[src/common/cpu_config.svh]
`ifndef CPU_CONFIG_SVH
`define CPU_CONFIG_SVH

// instruction state register and its fields
`define CPU_ISR_W    16
`define CPU_OPC_W    6
`define CPU_MODE_W   2
`define CPU_REG_W    3
`define CPU_NUM_REGS 8

// sequencer phase and datapath control groups
`define CPU_PHASE_W  4
`define CPU_ALU_W    5
`define CPU_SFT_W    7

`endif

[src/common/ctrl_pkg.sv]
`include "cpu_config.svh"

package ctrl_pkg;

    // one step of the sequencer, idle means no step
    typedef enum logic [`CPU_PHASE_W-1:0] {
        PH_IDLE = 4'd0,
        PH_IF0  = 4'd1,
        PH_IF1  = 4'd2,
        PH_FF0  = 4'd3,
        PH_FF1  = 4'd4,
        PH_FF2  = 4'd5,
        PH_TF0  = 4'd6,
        PH_TF1  = 4'd7,
        PH_EX0  = 4'd8,
        PH_EX1  = 4'd9
    } phase_e;

    typedef struct packed {
        logic x;
        logic y;
        logic z;
        logic u;
        logic v;
    } alu_ctrl_t;

    typedef struct packed {
        logic a;
        logic b;
        logic c;
        logic d;
        logic e;
        logic r;
        logic l;
    } sft_ctrl_t;

endpackage

[src/common/isr_pkg.sv]
`include "cpu_config.svh"

package isr_pkg;

    // execute opcode, values follow the instruction table
    typedef enum logic [`CPU_OPC_W-1:0] {
        OP_HLT  = 6'b000000,
        OP_CLR  = 6'b000100,
        OP_ASL  = 6'b001000,
        OP_ASR  = 6'b001001,
        OP_RLC  = 6'b001010,
        OP_RRC  = 6'b001011,
        OP_LSL  = 6'b001100,
        OP_LSR  = 6'b001101,
        OP_ROL  = 6'b001110,
        OP_ROR  = 6'b001111,
        OP_MOV  = 6'b010000,
        OP_JMP  = 6'b010001,
        OP_RET  = 6'b010010,
        OP_RIT  = 6'b010011,
        OP_ADD  = 6'b010100,
        OP_RJP  = 6'b010101,
        OP_ADC  = 6'b010110,
        OP_SUB  = 6'b011000,
        OP_SBC  = 6'b011010,
        OP_CMP  = 6'b011011,
        // whole 0111xx group
        OP_NOP  = 6'b011100,
        OP_OR   = 6'b100000,
        OP_XOR  = 6'b100001,
        OP_AND  = 6'b100010,
        OP_BIT  = 6'b100011,
        OP_JSR  = 6'b101100,
        OP_RJS  = 6'b101101,
        OP_SVC  = 6'b101110,
        OP_BRN  = 6'b110000,
        OP_BRZ  = 6'b110001,
        OP_BRV  = 6'b110010,
        OP_BRC  = 6'b110011,
        OP_RBN  = 6'b111000,
        OP_RBZ  = 6'b111001,
        OP_RBV  = 6'b111010,
        OP_RBC  = 6'b111011,
        // any code not listed above
        OP_NONE = 6'b111111
    } opcode_e;

    typedef enum logic [`CPU_MODE_W-1:0] {
        MODE_D  = 2'b00,
        MODE_I  = 2'b01,
        MODE_MI = 2'b10,
        MODE_IP = 2'b11
    } mode_e;

endpackage

[src/common/decode_if.sv]
`include "cpu_config.svh"

// one decoded step: instruction fields plus the phase it runs in
interface decode_if;

    isr_pkg::opcode_e       op;
    isr_pkg::mode_e         src_mode;
    logic [`CPU_REG_W-1:0]  src_reg;
    isr_pkg::mode_e         dst_mode;
    logic [`CPU_REG_W-1:0]  dst_reg;
    ctrl_pkg::phase_e       phase;

    modport drive (
        output op, src_mode, src_reg,
        output dst_mode, dst_reg, phase
    );

    modport sink (
        input op, src_mode, src_reg,
        input dst_mode, dst_reg, phase
    );

endinterface

[src/decoder/datapath_ctrl_decoder.sv]
module datapath_ctrl_decoder (
    decode_if.sink                 dec,
    input  logic                   psw_c,
    output logic                   mda,
    output logic                   b0b,
    output logic                   smd,
    output logic                   sma,
    output logic                   sb0,
    output logic                   als,
    output logic                   shs,
    output ctrl_pkg::alu_ctrl_t    alu,
    output ctrl_pkg::sft_ctrl_t    sft
);

    logic if0, if1, ff0, ff1, ff2, tf0, tf1, ex0, ex1;
    logic fetch_all, fetch_alu;
    logic op_shift, op_arith, op_logic, op_jump, op_call, op_br, op_rb;
    logic op_clr, op_mov;

    assign if0 = (dec.phase == ctrl_pkg::PH_IF0);
    assign if1 = (dec.phase == ctrl_pkg::PH_IF1);
    assign ff0 = (dec.phase == ctrl_pkg::PH_FF0);
    assign ff1 = (dec.phase == ctrl_pkg::PH_FF1);
    assign ff2 = (dec.phase == ctrl_pkg::PH_FF2);
    assign tf0 = (dec.phase == ctrl_pkg::PH_TF0);
    assign tf1 = (dec.phase == ctrl_pkg::PH_TF1);
    assign ex0 = (dec.phase == ctrl_pkg::PH_EX0);
    assign ex1 = (dec.phase == ctrl_pkg::PH_EX1);

    assign fetch_all = if0 | if1 | ff0 | ff1 | ff2 | tf0 | tf1;
    // ff1 only latches, the alu passes nothing
    assign fetch_alu = if0 | if1 | ff0 | ff2 | tf0 | tf1;

    // opcode classes only count during execute
    assign op_clr   = ex0 & (dec.op == isr_pkg::OP_CLR);
    assign op_mov   = ex0 & (dec.op == isr_pkg::OP_MOV);
    assign op_shift = ex0 & (dec.op inside {
        isr_pkg::OP_ASL, isr_pkg::OP_ASR, isr_pkg::OP_LSL, isr_pkg::OP_LSR,
        isr_pkg::OP_ROL, isr_pkg::OP_ROR, isr_pkg::OP_RLC, isr_pkg::OP_RRC});
    assign op_arith = ex0 & (dec.op inside {
        isr_pkg::OP_ADD, isr_pkg::OP_ADC, isr_pkg::OP_RJP,
        isr_pkg::OP_SUB, isr_pkg::OP_SBC, isr_pkg::OP_CMP});
    assign op_logic = ex0 & (dec.op inside {
        isr_pkg::OP_OR, isr_pkg::OP_XOR, isr_pkg::OP_AND, isr_pkg::OP_BIT});
    assign op_jump  = ex0 & (dec.op inside {
        isr_pkg::OP_JMP, isr_pkg::OP_RET, isr_pkg::OP_RIT});
    assign op_call  = ex0 & (dec.op inside {
        isr_pkg::OP_JSR, isr_pkg::OP_RJS, isr_pkg::OP_SVC});
    assign op_br    = ex0 & (dec.op inside {
        isr_pkg::OP_BRN, isr_pkg::OP_BRZ, isr_pkg::OP_BRV, isr_pkg::OP_BRC});
    assign op_rb    = ex0 & (dec.op inside {
        isr_pkg::OP_RBN, isr_pkg::OP_RBZ, isr_pkg::OP_RBV, isr_pkg::OP_RBC});

    // bus strobes
    assign mda = ff2 | op_shift | op_arith | op_logic | op_rb;
    assign b0b = op_mov | op_jump | op_arith | op_logic | op_call | op_br | op_rb | ex1;
    assign smd = if0 | ff0 | tf0 | op_clr | op_shift | op_mov | op_call |
                 (op_arith & (dec.op != isr_pkg::OP_CMP)) |
                 (op_logic & (dec.op != isr_pkg::OP_BIT));
    assign sma = if0 | ff0 | tf0;
    assign sb0 = ff2;
    assign als = fetch_all | op_clr | op_mov | op_jump | op_arith | op_logic |
                 op_call | op_br | op_rb | ex1;

    // alu function select
    assign alu.x = (ff0 & (dec.src_mode == isr_pkg::MODE_MI)) |
                   (ex0 & (dec.op inside {isr_pkg::OP_SUB, isr_pkg::OP_SBC, isr_pkg::OP_CMP}));
    assign alu.y = fetch_alu | op_mov | op_jump | op_arith | op_call | op_br | ex1;
    assign alu.z = (ex0 & (dec.op == isr_pkg::OP_OR)) | op_rb;
    // carry in, adc and sbc take it from the psw
    assign alu.u = if1 | tf1 |
                   (ex0 & (dec.op inside {isr_pkg::OP_SUB, isr_pkg::OP_CMP})) |
                   (ex0 & psw_c & (dec.op inside {isr_pkg::OP_ADC, isr_pkg::OP_SBC}));
    assign alu.v = fetch_alu | op_mov | op_jump | op_arith | op_call | op_br | op_rb |
                   (ex0 & (dec.op == isr_pkg::OP_XOR)) | ex1;

    assign shs = op_shift;

    // shifter pattern per shift opcode
    assign sft.a = ex0 & (dec.op == isr_pkg::OP_ASR);
    assign sft.b = ex0 & (dec.op == isr_pkg::OP_ROL);
    assign sft.c = ex0 & (dec.op inside {isr_pkg::OP_LSR, isr_pkg::OP_ROL, isr_pkg::OP_RLC});
    assign sft.d = ex0 & (dec.op == isr_pkg::OP_ROR);
    assign sft.e = ex0 & (dec.op inside {isr_pkg::OP_RLC, isr_pkg::OP_RRC});
    assign sft.r = ex0 & (dec.op inside {isr_pkg::OP_ASR, isr_pkg::OP_ROR, isr_pkg::OP_RRC});
    assign sft.l = ex0 & (dec.op inside {
        isr_pkg::OP_ASR, isr_pkg::OP_LSR, isr_pkg::OP_ROL, isr_pkg::OP_RLC});

endmodule

[src/decoder/op_decoder.sv]
`include "cpu_config.svh"

module op_decoder (
    input  logic [`CPU_ISR_W-1:0] isr,
    input  ctrl_pkg::phase_e      phase,
    decode_if.drive               dec
);

    // field positions, opcode on top, destination at the bottom
    localparam int OPC_LSB  = `CPU_ISR_W - `CPU_OPC_W;
    localparam int SMOD_LSB = OPC_LSB - `CPU_MODE_W;
    localparam int SREG_LSB = SMOD_LSB - `CPU_REG_W;
    localparam int DMOD_LSB = SREG_LSB - `CPU_MODE_W;
    localparam int DREG_LSB = DMOD_LSB - `CPU_REG_W;

    logic [`CPU_OPC_W-1:0] opc;

    assign opc = isr[`CPU_ISR_W-1 -: `CPU_OPC_W];

    assign dec.src_mode = isr_pkg::mode_e'(isr[SMOD_LSB +: `CPU_MODE_W]);
    assign dec.src_reg  = isr[SREG_LSB +: `CPU_REG_W];
    assign dec.dst_mode = isr_pkg::mode_e'(isr[DMOD_LSB +: `CPU_MODE_W]);
    assign dec.dst_reg  = isr[DREG_LSB +: `CPU_REG_W];

    // phase rides along so the bundle is a complete step
    assign dec.phase = phase;

    always_comb begin
        casez (opc)
            // nop group folds to a single code
            6'b0111??: dec.op = isr_pkg::OP_NOP;
            6'b000000,
            6'b000100,
            6'b001???,
            6'b0100??,
            6'b010100,
            6'b010101,
            6'b010110,
            6'b011000,
            6'b011010,
            6'b011011,
            6'b1000??,
            6'b101100,
            6'b101101,
            6'b101110,
            6'b1100??,
            6'b1110??: dec.op = isr_pkg::opcode_e'(opc);
            // mul and the unassigned codes
            default:   dec.op = isr_pkg::OP_NONE;
        endcase
    end

endmodule

[src/decoder/reg_select_decoder.sv]
`include "cpu_config.svh"

module reg_select_decoder (
    decode_if.sink                  dec,
    input  logic                    psw_n,
    input  logic                    psw_z,
    input  logic                    psw_v,
    input  logic                    psw_c,
    output logic [`CPU_NUM_REGS-1:0] r_a,
    output logic [`CPU_NUM_REGS-1:0] s_r
);

    localparam int N = `CPU_NUM_REGS;

    logic [N-1:0] src_oh;
    logic [N-1:0] dst_oh;
    logic         if0, if1, ff0, ff1, tf0, tf1, ex0, ex1;
    logic         src_ip, dst_ip, dst_d;
    logic         op_wb, op_psw, op_jump, op_call, br_taken;

    assign src_oh = {{(N-1){1'b0}}, 1'b1} << dec.src_reg;
    assign dst_oh = {{(N-1){1'b0}}, 1'b1} << dec.dst_reg;

    assign if0 = (dec.phase == ctrl_pkg::PH_IF0);
    assign if1 = (dec.phase == ctrl_pkg::PH_IF1);
    assign ff0 = (dec.phase == ctrl_pkg::PH_FF0);
    assign ff1 = (dec.phase == ctrl_pkg::PH_FF1);
    assign tf0 = (dec.phase == ctrl_pkg::PH_TF0);
    assign tf1 = (dec.phase == ctrl_pkg::PH_TF1);
    assign ex0 = (dec.phase == ctrl_pkg::PH_EX0);
    assign ex1 = (dec.phase == ctrl_pkg::PH_EX1);

    assign src_ip = (dec.src_mode == isr_pkg::MODE_IP);
    assign dst_ip = (dec.dst_mode == isr_pkg::MODE_IP);
    assign dst_d  = (dec.dst_mode == isr_pkg::MODE_D);

    // opcodes that write their result back to the destination
    assign op_wb = dec.op inside {
        isr_pkg::OP_CLR, isr_pkg::OP_ASL, isr_pkg::OP_ASR, isr_pkg::OP_LSL,
        isr_pkg::OP_LSR, isr_pkg::OP_ROL, isr_pkg::OP_ROR, isr_pkg::OP_RLC,
        isr_pkg::OP_RRC, isr_pkg::OP_MOV, isr_pkg::OP_ADD, isr_pkg::OP_ADC,
        isr_pkg::OP_RJP, isr_pkg::OP_SUB, isr_pkg::OP_SBC, isr_pkg::OP_OR,
        isr_pkg::OP_XOR, isr_pkg::OP_AND
    };

    // r5 slot doubles as the psw write strobe
    assign op_psw = dec.op inside {
        isr_pkg::OP_CLR, isr_pkg::OP_ASL, isr_pkg::OP_ASR, isr_pkg::OP_LSL,
        isr_pkg::OP_LSR, isr_pkg::OP_ROL, isr_pkg::OP_ROR, isr_pkg::OP_RLC,
        isr_pkg::OP_RRC, isr_pkg::OP_MOV, isr_pkg::OP_ADD, isr_pkg::OP_ADC,
        isr_pkg::OP_SUB, isr_pkg::OP_SBC, isr_pkg::OP_CMP, isr_pkg::OP_OR,
        isr_pkg::OP_XOR, isr_pkg::OP_AND, isr_pkg::OP_BIT
    };

    assign op_jump = dec.op inside {isr_pkg::OP_JMP, isr_pkg::OP_RET, isr_pkg::OP_RIT};
    assign op_call = dec.op inside {isr_pkg::OP_JSR, isr_pkg::OP_RJS, isr_pkg::OP_SVC};

    // absolute and relative branches share the flag test
    assign br_taken =
        (psw_n & (dec.op inside {isr_pkg::OP_BRN, isr_pkg::OP_RBN})) |
        (psw_z & (dec.op inside {isr_pkg::OP_BRZ, isr_pkg::OP_RBZ})) |
        (psw_v & (dec.op inside {isr_pkg::OP_BRV, isr_pkg::OP_RBV})) |
        (psw_c & (dec.op inside {isr_pkg::OP_BRC, isr_pkg::OP_RBC}));

    always_comb begin
        r_a = ({N{ff0}} & src_oh) |
              ({N{ff1 & src_ip}} & src_oh) |
              ({N{tf0}} & dst_oh) |
              ({N{tf1 & dst_ip}} & dst_oh);
        // stack pointer and pc
        r_a[6] = r_a[6] | (ex0 & (dec.op inside {isr_pkg::OP_RET, isr_pkg::OP_RIT}));
        r_a[7] = r_a[7] | if0 | if1 | (ex1 & (dec.op == isr_pkg::OP_RJS));

        s_r = ({N{ff0}} & src_oh) |
              ({N{ff1 & src_ip}} & src_oh) |
              ({N{tf1 & dst_ip}} & dst_oh) |
              ({N{ex0 & op_wb & dst_d}} & dst_oh);
        s_r[5] = ex0 & op_psw;
        s_r[7] = s_r[7] | if1 | (ex0 & (op_jump | br_taken)) | (ex1 & op_call);
    end

endmodule

[src/design/control_decoder.sv]
`include "cpu_config.svh"

module control_decoder (
    input  logic                      clk,
    input  logic                      rst_n,
    input  logic [`CPU_ISR_W-1:0]     isr,
    input  ctrl_pkg::phase_e          phase,
    input  logic                      psw_n,
    input  logic                      psw_z,
    input  logic                      psw_v,
    input  logic                      psw_c,
    output logic [`CPU_NUM_REGS-1:0]  r_a,
    output logic [`CPU_NUM_REGS-1:0]  s_r,
    output logic                      mda,
    output logic                      b0b,
    output logic                      smd,
    output logic                      sma,
    output logic                      sb0,
    output logic                      als,
    output logic                      shs,
    output ctrl_pkg::alu_ctrl_t       alu_ctrl,
    output ctrl_pkg::sft_ctrl_t       sft_ctrl,
    output isr_pkg::opcode_e          op
);

    // register selects, seven strobes, alu and shifter controls
    localparam int CW_W = 2 * `CPU_NUM_REGS + 7 + `CPU_ALU_W + `CPU_SFT_W;

    logic [`CPU_NUM_REGS-1:0] r_a_d;
    logic [`CPU_NUM_REGS-1:0] s_r_d;
    logic                     mda_d, b0b_d, smd_d, sma_d, sb0_d, als_d, shs_d;
    ctrl_pkg::alu_ctrl_t      alu_d;
    ctrl_pkg::sft_ctrl_t      sft_d;
    logic [CW_W-1:0]          cw_d;
    logic [CW_W-1:0]          cw_q;
    isr_pkg::opcode_e         op_q;

    decode_if dec ();

    op_decoder u_op_decoder (
        .isr   (isr),
        .phase (phase),
        .dec   (dec.drive)
    );

    reg_select_decoder u_reg_select_decoder (
        .dec   (dec.sink),
        .psw_n (psw_n),
        .psw_z (psw_z),
        .psw_v (psw_v),
        .psw_c (psw_c),
        .r_a   (r_a_d),
        .s_r   (s_r_d)
    );

    datapath_ctrl_decoder u_datapath_ctrl_decoder (
        .dec   (dec.sink),
        .psw_c (psw_c),
        .mda   (mda_d),
        .b0b   (b0b_d),
        .smd   (smd_d),
        .sma   (sma_d),
        .sb0   (sb0_d),
        .als   (als_d),
        .shs   (shs_d),
        .alu   (alu_d),
        .sft   (sft_d)
    );

    assign cw_d = {r_a_d, s_r_d, mda_d, b0b_d, smd_d, sma_d, sb0_d, als_d, shs_d,
                   alu_d, sft_d};

    // one decode per cycle, idle phase gives an empty word
    always_ff @(posedge clk) begin
        if (!rst_n) begin
            cw_q <= '0;
            op_q <= isr_pkg::OP_NONE;
        end else begin
            cw_q <= cw_d;
            op_q <= dec.op;
        end
    end

    assign {r_a, s_r, mda, b0b, smd, sma, sb0, als, shs, alu_ctrl, sft_ctrl} = cw_q;
    assign op = op_q;

endmodule

[config.mk]
export PLATFORM = sky130hd
export DESIGN_NAME = control_decoder
export DESIGN_NICKNAME = d
export VERILOG_FILES = /design/src/common/ctrl_pkg.sv /design/src/common/isr_pkg.sv /design/src/common/decode_if.sv /design/src/decoder/datapath_ctrl_decoder.sv /design/src/decoder/op_decoder.sv /design/src/decoder/reg_select_decoder.sv /design/src/design/control_decoder.sv
export VERILOG_INCLUDE_DIRS = /design/src /design/src/common
export SDC_FILE = /design/constraint.sdc
export NUM_CORES = 1
export LEC_CHECK = 0
export ABC_CLOCK_PERIOD_IN_PS = 2100
export BUFFER_PORTS_ARGS = -buffer_cell sky130_fd_sc_hd__buf_2
export CORE_ASPECT_RATIO = 0.6
export CORE_MARGIN = 1
export CORE_UTILIZATION = 35
export DETAILED_ROUTE_END_ITERATION = 6
export GPL_TIMING_DRIVEN = 0
export PLACE_DENSITY = 0.61
export SYNTH_ARGS = -nofsm -noshare
export SYNTH_HDL_FRONTEND = slang
export SYNTH_SLANG_ARGS = --single-unit
[constraint.sdc]
create_clock -name clk -period 2.1 [get_ports clk]
set_input_delay 0.21 -clock clk [delete_from_list [all_inputs] [get_ports clk]]
set_output_delay 0.21 -clock clk [all_outputs]
set_load 0.005 [all_outputs]
== Yosys cells after proc, flatten, opt, wreduce, memory -nomap -nowiden ==
Index checks and enable logic that the tools add are counted.

* Bits of input ports: 26
* Bits in registers: 41
* Bits in writable memories: 0
* Logic and storage cells: 203
* Bits in latches: 0
* Output and inout bits: 41
* Memories: 0
* ROM bits: 0

* Reduce and logical (&&, ||, !) cells: 24
* Divide/modulo/power cells: 0
* Order comparisons: 0
* Bitwise operators: 110
* Shift-type cells: 2
* Add/subtract/negate cells: 0
* Muxes and demuxes: 1
* Multipliers: 0
* Equality and inequality tests: 64

{| class="wikitable"
|+ Operator list
! cell !! count
|-
| == test 6 bit, second input constant || 18
|-
| == test 6 x 5 -> 1 bit, second input constant || 16
|-
| OR 1 bit || 62
|-
| == test 6 x 4 -> 1 bit, second input constant || 8
|-
| AND 8 bit || 5
|-
| OR 8 bit || 5
|-
| AND 1 bit || 38
|-
| == test 4 x 3 -> 1 bit, second input constant || 6
|-
| == test 4 bit, second input constant || 5
|-
| nonzero test 19 bit || 1
|-
| nonzero test 18 bit || 1
|-
| nonzero test 2 bit || 8
|-
| nonzero test 4 bit || 4
|-
| OR reduction 16 bit || 1
|-
| left shift 1 x 3 -> 8 bit, first input constant || 2
|-
| nonzero test 3 bit || 5
|-
| == test 6 x 3 -> 1 bit, second input constant || 2
|-
| case mux 6 bit (2 select lines) || 1
|-
| == test 4 x 2 -> 1 bit, second input constant || 2
|-
| nonzero test 8 bit || 1
|-
| == test 2 bit, second input constant || 3
|-
| zero test 6 bit || 1
|-
| != test 6 x 5 -> 1 bit, second input constant || 1
|-
| != test 6 bit, second input constant || 1
|-
| 4 further kinds || 4
|}

== Longest topological paths before layout ==
Gate-level depths: netlist (run 1).

* Depth after elaboration: 16
* Gate-level depth with buffers: 7
* Mapped depth without buffers: 5

== Modules after synthesis ==
Synthesis (run 1) repeated with hierarchy kept, for this count alone.

* Cell total of the unflattened synthesis: 333
* Area, all modules: 2,676.3 µm²

{| class="wikitable"
|+ Modules (own cells, without submodules)
! module !! instances !! seq. area each (µm²) !! cells an instance !! area each (µm²)
|-
| control_decoder || 1 || 820.8 || 86 || 1,099.8
|-
| datapath_ctrl_decoder || 1 || 0.0 || 105 || 644.4
|-
| reg_select_decoder || 1 || 0.0 || 88 || 551.8
|-
| op_decoder || 1 || 0.0 || 54 || 380.4
|}

== Least setup slack after synthesis (run 1) ==
No wires, ideal clock.

* Kind: input to register
* Start: input port isr[13]
* End: register cw_q[26]
* Path slack: 0.514 ns
* Path buffers: 1
* Library setup time: 0.120 ns
* Stages on the path: 6
* Data arrival time: 1.466 ns
* Required time: 1.980 ns
* Cell sequence: buf_2 -> or3b_2 -> a21oi_1 -> nor4_4 -> nor2b_1 -> o31a_1

* Longest elaborated chain between the ends: 13
* Elaborated cells between the ends (all ways): 75
* Those cells by class: eq/ne: 48; mux: 1; bitwise: 17; reduce/logical: 9

{| class="wikitable"
|+ RTL lines
! what !! line !! text
|-
| start: declaration || control_decoder.sv:6 || <nowiki>input logic [`CPU_ISR_W-1:0] isr,</nowiki>
|-
| == test 6 x 3 -> 1 bit (tied with other cells) || op_decoder.sv:29 || <nowiki>casez (opc)</nowiki>
|-
| OR reduction 16 bit || op_decoder.sv:29 ||
|-
| case mux 6 bit (2 select lines) (*) || op_decoder.sv:29 ||
|-
| parallel branches: the longest is 9 deep, another holds nonzero test 18 bit || n/a ||
|-
| OR 1 bit (*) || reg_select_decoder.sv:79 || <nowiki>s_r[7] = s_r[7] | if1 | (ex0 & (op_jump | br_taken)) | (ex1 & op_call);</nowiki>
|-
| end signal: assignment || control_decoder.sv:79 || <nowiki>cw_q <= cw_d;</nowiki>
|-
| end: declaration || control_decoder.sv:35 || <nowiki>logic [CW_W-1:0] cw_q;</nowiki>
|}

Mark *: on every way between the ends.
A chain may end at the register's enable or synchronous reset.

== Worst setup path after layout (run 1) ==
* Start: input port isr[10]
* End: register cw_q[13]

* Longest elaborated chain between the ends: 14
* Elaborated cells between the ends (all ways): 62
* Those cells by class: eq/ne: 36; mux: 1; bitwise: 17; reduce/logical: 8

{| class="wikitable"
|+ RTL lines
! what !! line !! text
|-
| == test 6 x 3 -> 1 bit (tied with other cells) || op_decoder.sv:29 ||
|-
| OR reduction 16 bit || op_decoder.sv:29 ||
|-
| case mux 6 bit (2 select lines) (*) || op_decoder.sv:29 ||
|-
| == test 6 x 3 -> 1 bit || datapath_ctrl_decoder.sv:35 || <nowiki>assign op_clr = ex0 & (dec.op == isr_pkg::OP_CLR);</nowiki>
|-
| AND 1 bit || datapath_ctrl_decoder.sv:35 ||
|-
| OR 1 bit (6 in a row) || datapath_ctrl_decoder.sv:62 || <nowiki>assign als = fetch_all | op_clr | op_mov | op_jump | op_arith | op_logic |</nowiki>
|-
| OR 1 bit || datapath_ctrl_decoder.sv:63 || <nowiki>op_call | op_br | op_rb | ex1;</nowiki>
|-
| OR 1 bit (*) (2 in a row) || datapath_ctrl_decoder.sv:63 ||
|}

Mark *: on every way between the ends. The rest lies on a longest branch, timed or not.

==> results.ini, run 1 <==
[place]
gp_congestion=0.969
portBuffers=60
hpwl_um=5210
placed_area_mm2=0.00257

[layout]
syn2layout_area_growth_pct=24.7
final_cell_mix=67 x buf_2, 41 x dfxtp_1, 23 x nand2_1, 21 x nor2_1, 14 x o21ai_0
final_common_cell=buf_2
final_nets=352
fin_area_mm2=0.00271
insertedDiodeCount=0
drive_above_1_share=0.275

[yosys]
syn_nets=285
synth_edf_count=0
ys_ff_latch=41
synthCells=259
async_reset_ff_frac=0
synth_cell_type_count=58
ys_seq_area_frac=0.377
syn_avg_cell_area_um2=8.40
netlist_area_mm2=0.00217
synth_warnings=0
synth_ff_type=dfxtp_1

[timing]
final_max_slew_viol_count=0
post-route-min-period_ns=1.71
relSlewSlack=0.552
max_clock_freq_mhz=586
worstMarginPinSlew_ns=0.655
period_share=0.813
hold_violations=0
grt_setup_unrepaired=false
finalSetupTns_ns=0
setup_violations=0

[global_routing]
grt_remaining_overflow=0
antenna_found_initial=0
grt_util_all_layers=0.214
grt_pass1_wl_um=10900
grt_pass1_vias=2022
grt_max_degree=15

[detailed_routing]
drt-total-wl_um=6760
drtPass1Iterations=5
num_vias=2292
drt-initial-drc-count=273
drtAntennaViolNets=0
drc=0
viasPerCell=5.63
routedWlPerCell_um=16.6

[status]
status=complete, no violations

[critical_path]
path_class=in -> reg
crit_arrival_ns=1.95
cpPeakStageDelay_ns=0.64
start_kind=input pin
cp-end-kind=flop
cpMostUsedCell=buf_2
crit_slowest_cell=a2111oi_0
crit_required_ns=2.35
crit_chain=buf_2, buf_2, nand2_1, a22oi_1, a2111oi_0, o21a_1
crit_fanout=10

[cts]
htreeDepth=2
clock-sinks=41
ctsLongestPathBuffers=2
clockRootBuffer=clkbuf_8
cts_buffers=5
cts_resized=0
clkTransAtPathRegs_ns=0.08
hold_buffers=0
postCtsSetupBuffers=0
cts_tree=done

[pwr]
switching_share=0.256
p_leak_nw=1.14
powerDensity_mw_per_mm2=680
switchingPower_w=0.000472
comb_power_share=0.152
internal_power_w=0.00137
pwr-share-seq=0.433
peakVddDrop_uv=283
pwr-share-clk=0.415

[floorplanning]
chipHeight_um=63.1
ioPinCount=67
die_w_um=104
dieArea_mm2=0.00654
core-area_mm2=0.00578
initial_core_util=0.376
rows=21

[worst_hold_path]
holdPathStages=2
hp-class=in -> reg

[flow_run]
cap_violations=0

## power groups by stage
stage                     sequential, W  clock, W  combinational, W
after CTS                      0.000799  0.000784          0.000273
after floorplan                0.000821         0          0.000164
after detailed placement       0.000818         0          0.000271
final                          0.000799  0.000767          0.000280
after global placement         0.000817         0          0.000271
after global routing           0.000802  0.000832          0.000306
## sequential cells by signal, summed over array words and instances, names as in the netlist
signal / cells
cw_q: 35
op: 6
## through the flow
stage	hold slack (ns)	worst slack, ns	power, W	cells	utilization
6_report	0.222	0.393	0.00185	407	0.469
5_1_grt	0.226	0.258	0.00194	407	0.469
4_1_cts	0.212	0.500	0.00186	407	0.469
3_5_place_dp	0.525	0.189	0.00109	399	0.445
3_3_place_gp	0.527	0.0733	0.00109	399	0.445
2_1_floorplan	0.313	0.514	0.000985	259	-
## layer usage
metal / vias to the layer above / GRT usage / wire [um] / share of wire
li1: 1087 / - / - / -
met4: 0 / 0.0625 / 70 / 0.010
met1: 1057 / 0.343 / 3520 / 0.52
met5: - / 0 / 0 / 0
met3: 8 / 0.0694 / 779 / 0.12
met2: 140 / 0.254 / 2390 / 0.35
## synth_stat cells, types with 3 or more instances
cell type / instances / area, um^2
dfxtp_1: 41 / 821
nand2b_1: 11 / 68.8
buf_2: 7 / 35.0
nand4_1: 3 / 18.8
o21a_1: 4 / 30.0
o21ai_0: 14 / 70.1
o22ai_1: 5 / 31.3
nor2b_1: 7 / 43.8
nor2_1: 21 / 78.8
a211oi_1: 4 / 30.0
inv_1: 11 / 41.3
clkbuf_1: 10 / 37.5
o22a_1: 3 / 26.3
nor3_1: 6 / 30.0
nand2_1: 23 / 86.3
o21bai_1: 4 / 30.0
or4_1: 3 / 22.5
nand3_1: 8 / 40.0
nor3b_1: 3 / 22.5
a21oi_1: 12 / 60.1
nor4_1: 5 / 31.3
or2_2: 4 / 25.0
## final timing paths
path | startpoint | end | slack (ns)
worst min-delay path | isr[0] | cw_q[19]$_SDFF_PN0_ | 0.22
worst max-delay path | isr[10] | cw_q[13]$_SDFF_PN0_ | 0.39
## critical path: cells and delay by family
kind	cells	cell delay, ns
AO/OA/AOI/OAI	3	1.09
buffers and inverters	2	0.33
AND/OR/NAND/NOR	1	0.31
## kinds of logic (layout without fill, tap and decap cells)
group | count (synthesis) | count (layout) | share of synthesized area
compound gates | 74 | 74 | 0.251
simple gates | 113 | 113 | 0.297
buf+inv | 29 | 97 | 0.0541
mux | 2 | 2 | 0.0207
flops | 41 | 41 | 0.377
## layout make-up
cell class / instances / area [um^2]
timing repair buffer: 60 / 300
multi-input combinational: 189 / 1240
fill: 598 / 3070
clock buffer: 5 / 68.8
tap: 80 / 100
buffer: 18 / 76.3
clock inverter: 3 / 68.8
inverter: 11 / 41.3
sequential: 41 / 821
Power figures use the tool's default switching activity.
==> run 2, diff against run 1 <==
--- a/config.mk
+++ b/config.mk
@@ -6,14 +6,15 @@
 export SDC_FILE = /design/constraint.sdc
 export NUM_CORES = 1
 export LEC_CHECK = 0
-export ABC_CLOCK_PERIOD_IN_PS = 2100
+export ABC_AREA = 1
+export ABC_CLOCK_PERIOD_IN_PS = 1500
 export BUFFER_PORTS_ARGS = -buffer_cell sky130_fd_sc_hd__buf_2
 export CORE_ASPECT_RATIO = 0.6
 export CORE_MARGIN = 1
 export CORE_UTILIZATION = 35
 export DETAILED_ROUTE_END_ITERATION = 6
 export GPL_TIMING_DRIVEN = 0
-export PLACE_DENSITY = 0.61
+export PLACE_DENSITY = 0.63
 export SYNTH_ARGS = -nofsm -noshare
 export SYNTH_HDL_FRONTEND = slang
 export SYNTH_SLANG_ARGS = --single-unit
==> constraint.sdc (replaced) <==
create_clock -name clk -period 1.5 [get_ports clk]
set_input_delay 0.15 -clock clk [delete_from_list [all_inputs] [get_ports clk]]
set_output_delay 0.15 -clock clk [all_outputs]
set_load 0.005 [all_outputs]
==> run 2 against run 1 <==
Against the previous run:
- the run now ends with negative setup slack left
- critical path depth increased by 12
- sequential power increased by 40%
- total power increased by 55%
- non-clock buffer count increased by 12
- die area increased by 4.1%
- hold slack got worse by 0.099 ns
- sequential share of layout area decreased by 5.7 points
- wire length increased by 10%
- cell count increased by 24%
- synthesized cell count increased by 27%
- critical endpoint is now cw_q[25]$_SDFF_PN0_
- largest cell class unchanged
==> results.ini, run 2 <==
[layout]
insertedDiodeCount=0
fill_cells=577
drive_above_1_share=0.427
fin_area_mm2=0.00334
final_common_cell=buf_2
largest_register_ffs=35
final_cell_mix=60 x buf_2, 53 x nand2_1, 41 x dfxtp_1, 37 x inv_1, 34 x nor2_1
final_nets=447
largest-register=cw_q
syn2layout_area_growth_pct=47.2

[floorplanning]
die_w_um=106
chipHeight_um=64.3
dieArea_mm2=0.00681
rows=22
core-area_mm2=0.00619
initial_core_util=0.366
ioPinCount=67

[yosys]
synthCells=328
synth_edf_count=0
async_reset_ff_frac=0
synthXorXnorAreaFrac=0
synth_top_family_by_area=simple AND/OR/NAND/NOR gates
yosys.area.top_type=dfxtp_1
synth_top_area_share=0.362
synth_compound_area_frac=0.140
syn_avg_cell_area_um2=6.91
synth_ff_type=dfxtp_1
ys_seq_area_frac=0.362
synthMuxAreaShare=0
ys_ff_latch=41
synth_simple_gate_area_frac=0.403
syn_nets=354
synth_warnings=0
synth_area_leaders=dfxtp_1 36%, nand2_1 10%, nor2_1 6.8%
synth_cell_type_count=37
synth_most_common_cell=nand2_1
synthTopCellsByCount=63 x nand2_1, 41 x dfxtp_1, 41 x nor2_1
synthAdderAreaFrac=0
netlist_area_mm2=0.00227

[critical_path]
path_class=in -> reg
cpPeakStageDelay_ns=0.19
crit_required_ns=1.67
start_kind=input pin
crit_arrival_ns=1.84
crit_chain=buf_12, nand2_8, inv_8, nand2_2, nand2_2, nand2_2, nand4_1, nand2_2, nand2_4, buf_6, nand2_2, nand4_1, nor2_2, nand2_2, nand2_2, nand2_4, nand2_2, a21oi_2
startpoint=isr[13]
crit_fanout=6
cp-end-kind=flop
cpMostUsedCell=nand2_2
crit_slowest_cell=nand4_1

[detailed_routing]
drtPass1Iterations=5
viasPerCell=5.21
routedWlPerCell_um=14.7
num_vias=2635
drt-total-wl_um=7450
drt-initial-drc-count=301
drtAntennaViolNets=0
drc=0

[timing]
whs_ns=0.122
post-route-min-period_ns=1.68
worstMarginPinSlew_ns=0.515
max_clock_freq_mhz=596
hold_violations=0
setup_ws_ns=-0.177
period_share=1.12
setup_violations=10
relSlewSlack=0.657
grt_setup_unrepaired=true
final_max_slew_viol_count=0
finalSetupTns_ns=-1.18

[place]
gp_congestion=0.939
dp_slack_ns=-0.628
hpwl_um=5190
portBuffers=65
placed_area_mm2=0.00277

[cts]
clock-sinks=41
clockRootBuffer=clkbuf_8
cts_tree=done
ctsLongestPathBuffers=2
cts_buffers=5
clkTransAtPathRegs_ns=0.10
htreeDepth=2

[worst_hold_path]
hp-start=rst_n
hp-class=in -> reg

[pwr]
peakVddDrop_uv=385
total_power_w=0.00286
powerDensity_mw_per_mm2=856
p_leak_nw=1.63

[global_routing]
antenna_found_initial=0
grt_max_degree=15
grt_remaining_overflow=0
grt_pass1_vias=2262
grt_pass1_wl_um=11000
grt_util_all_layers=0.209

[status]
status=finished, violations left
violations=negative setup slack

[flow_run]
cap_violations=0

run 2: changes by cell type after synthesis, sizes merged, moves of 6 or more:
cell    change
nand2      +61
inv        +35
nor2       +28
nand3      +18
nand2b     -11
nor3       +11
clkbuf      -8
nor2b       -7
a21oi       +6
buf         -6
run 2: path summary, 6_finish.rpt:
check | endpoint | slack, ns | depth (start not counted)
setup / recovery | cw_q[25]$_SDFF_PN0_ | -0.18 | 18
hold / removal | cw_q[10]$_SDFF_PN0_ | 0.12 | 3
run 2: kinds of logic (layout without fill, tap and decap cells):
group                  after synthesis  count (layout)
flip-flops                          41              41
AO/OA/AOI/OAI                       47              47
buffers and inverters               53             147
AND/OR/NAND/NOR                    187             187
run 2: final cells by class:
type                    instances  area [um^2]  share of cell area
clock buffers                   5         68.8              0.0206
clock inverters                 3         68.8              0.0206
multi-input cells             234         1450               0.434
repair buffers                 86          554               0.166
inverters                      49          225              0.0675
plain buffers                   4         46.3              0.0139
well taps                      84          105              0.0315
flip-flops and latches         41          821               0.246
run 2: where the power goes:
part           switching (W)  total (W)  internal, W
combinational       0.000383   0.000633     0.000251
clock               0.000434    0.00110     0.000671
sequential        0.00000662    0.00112      0.00111
run 2: routing by layer:
metal	vias up	part of all wire	track usage
met5	-	0	0
met1	1168	0.46	0.316
met4	0	0.020	0.0521
li1	1268	-	-
met3	28	0.11	0.0418
met2	171	0.41	0.297
run 2: worst max-delay path: cells and delay by family:
family                 cells  cell delay [ns]
AO/OA/AOI/OAI              1             0.05
buffers and inverters      3             0.30
AND/OR/NAND/NOR           14             1.34
run 2: repair_timing:
action | 4_1_cts | 5_1_grt
setup endpoints to repair | 17 | 21
setup buffers | 15 | 6
pin swaps | 19 | 19
hold buffers | 0 | 0
gates resized for setup | 41 | 29
run 2: stage by stage:
step | std cells | utilization
global placement | 477 | 0.447
CTS | 500 | 0.511
global route | 506 | 0.539
finish | 506 | 0.539
detailed placement | 477 | 0.447
floorplan | 328 | -
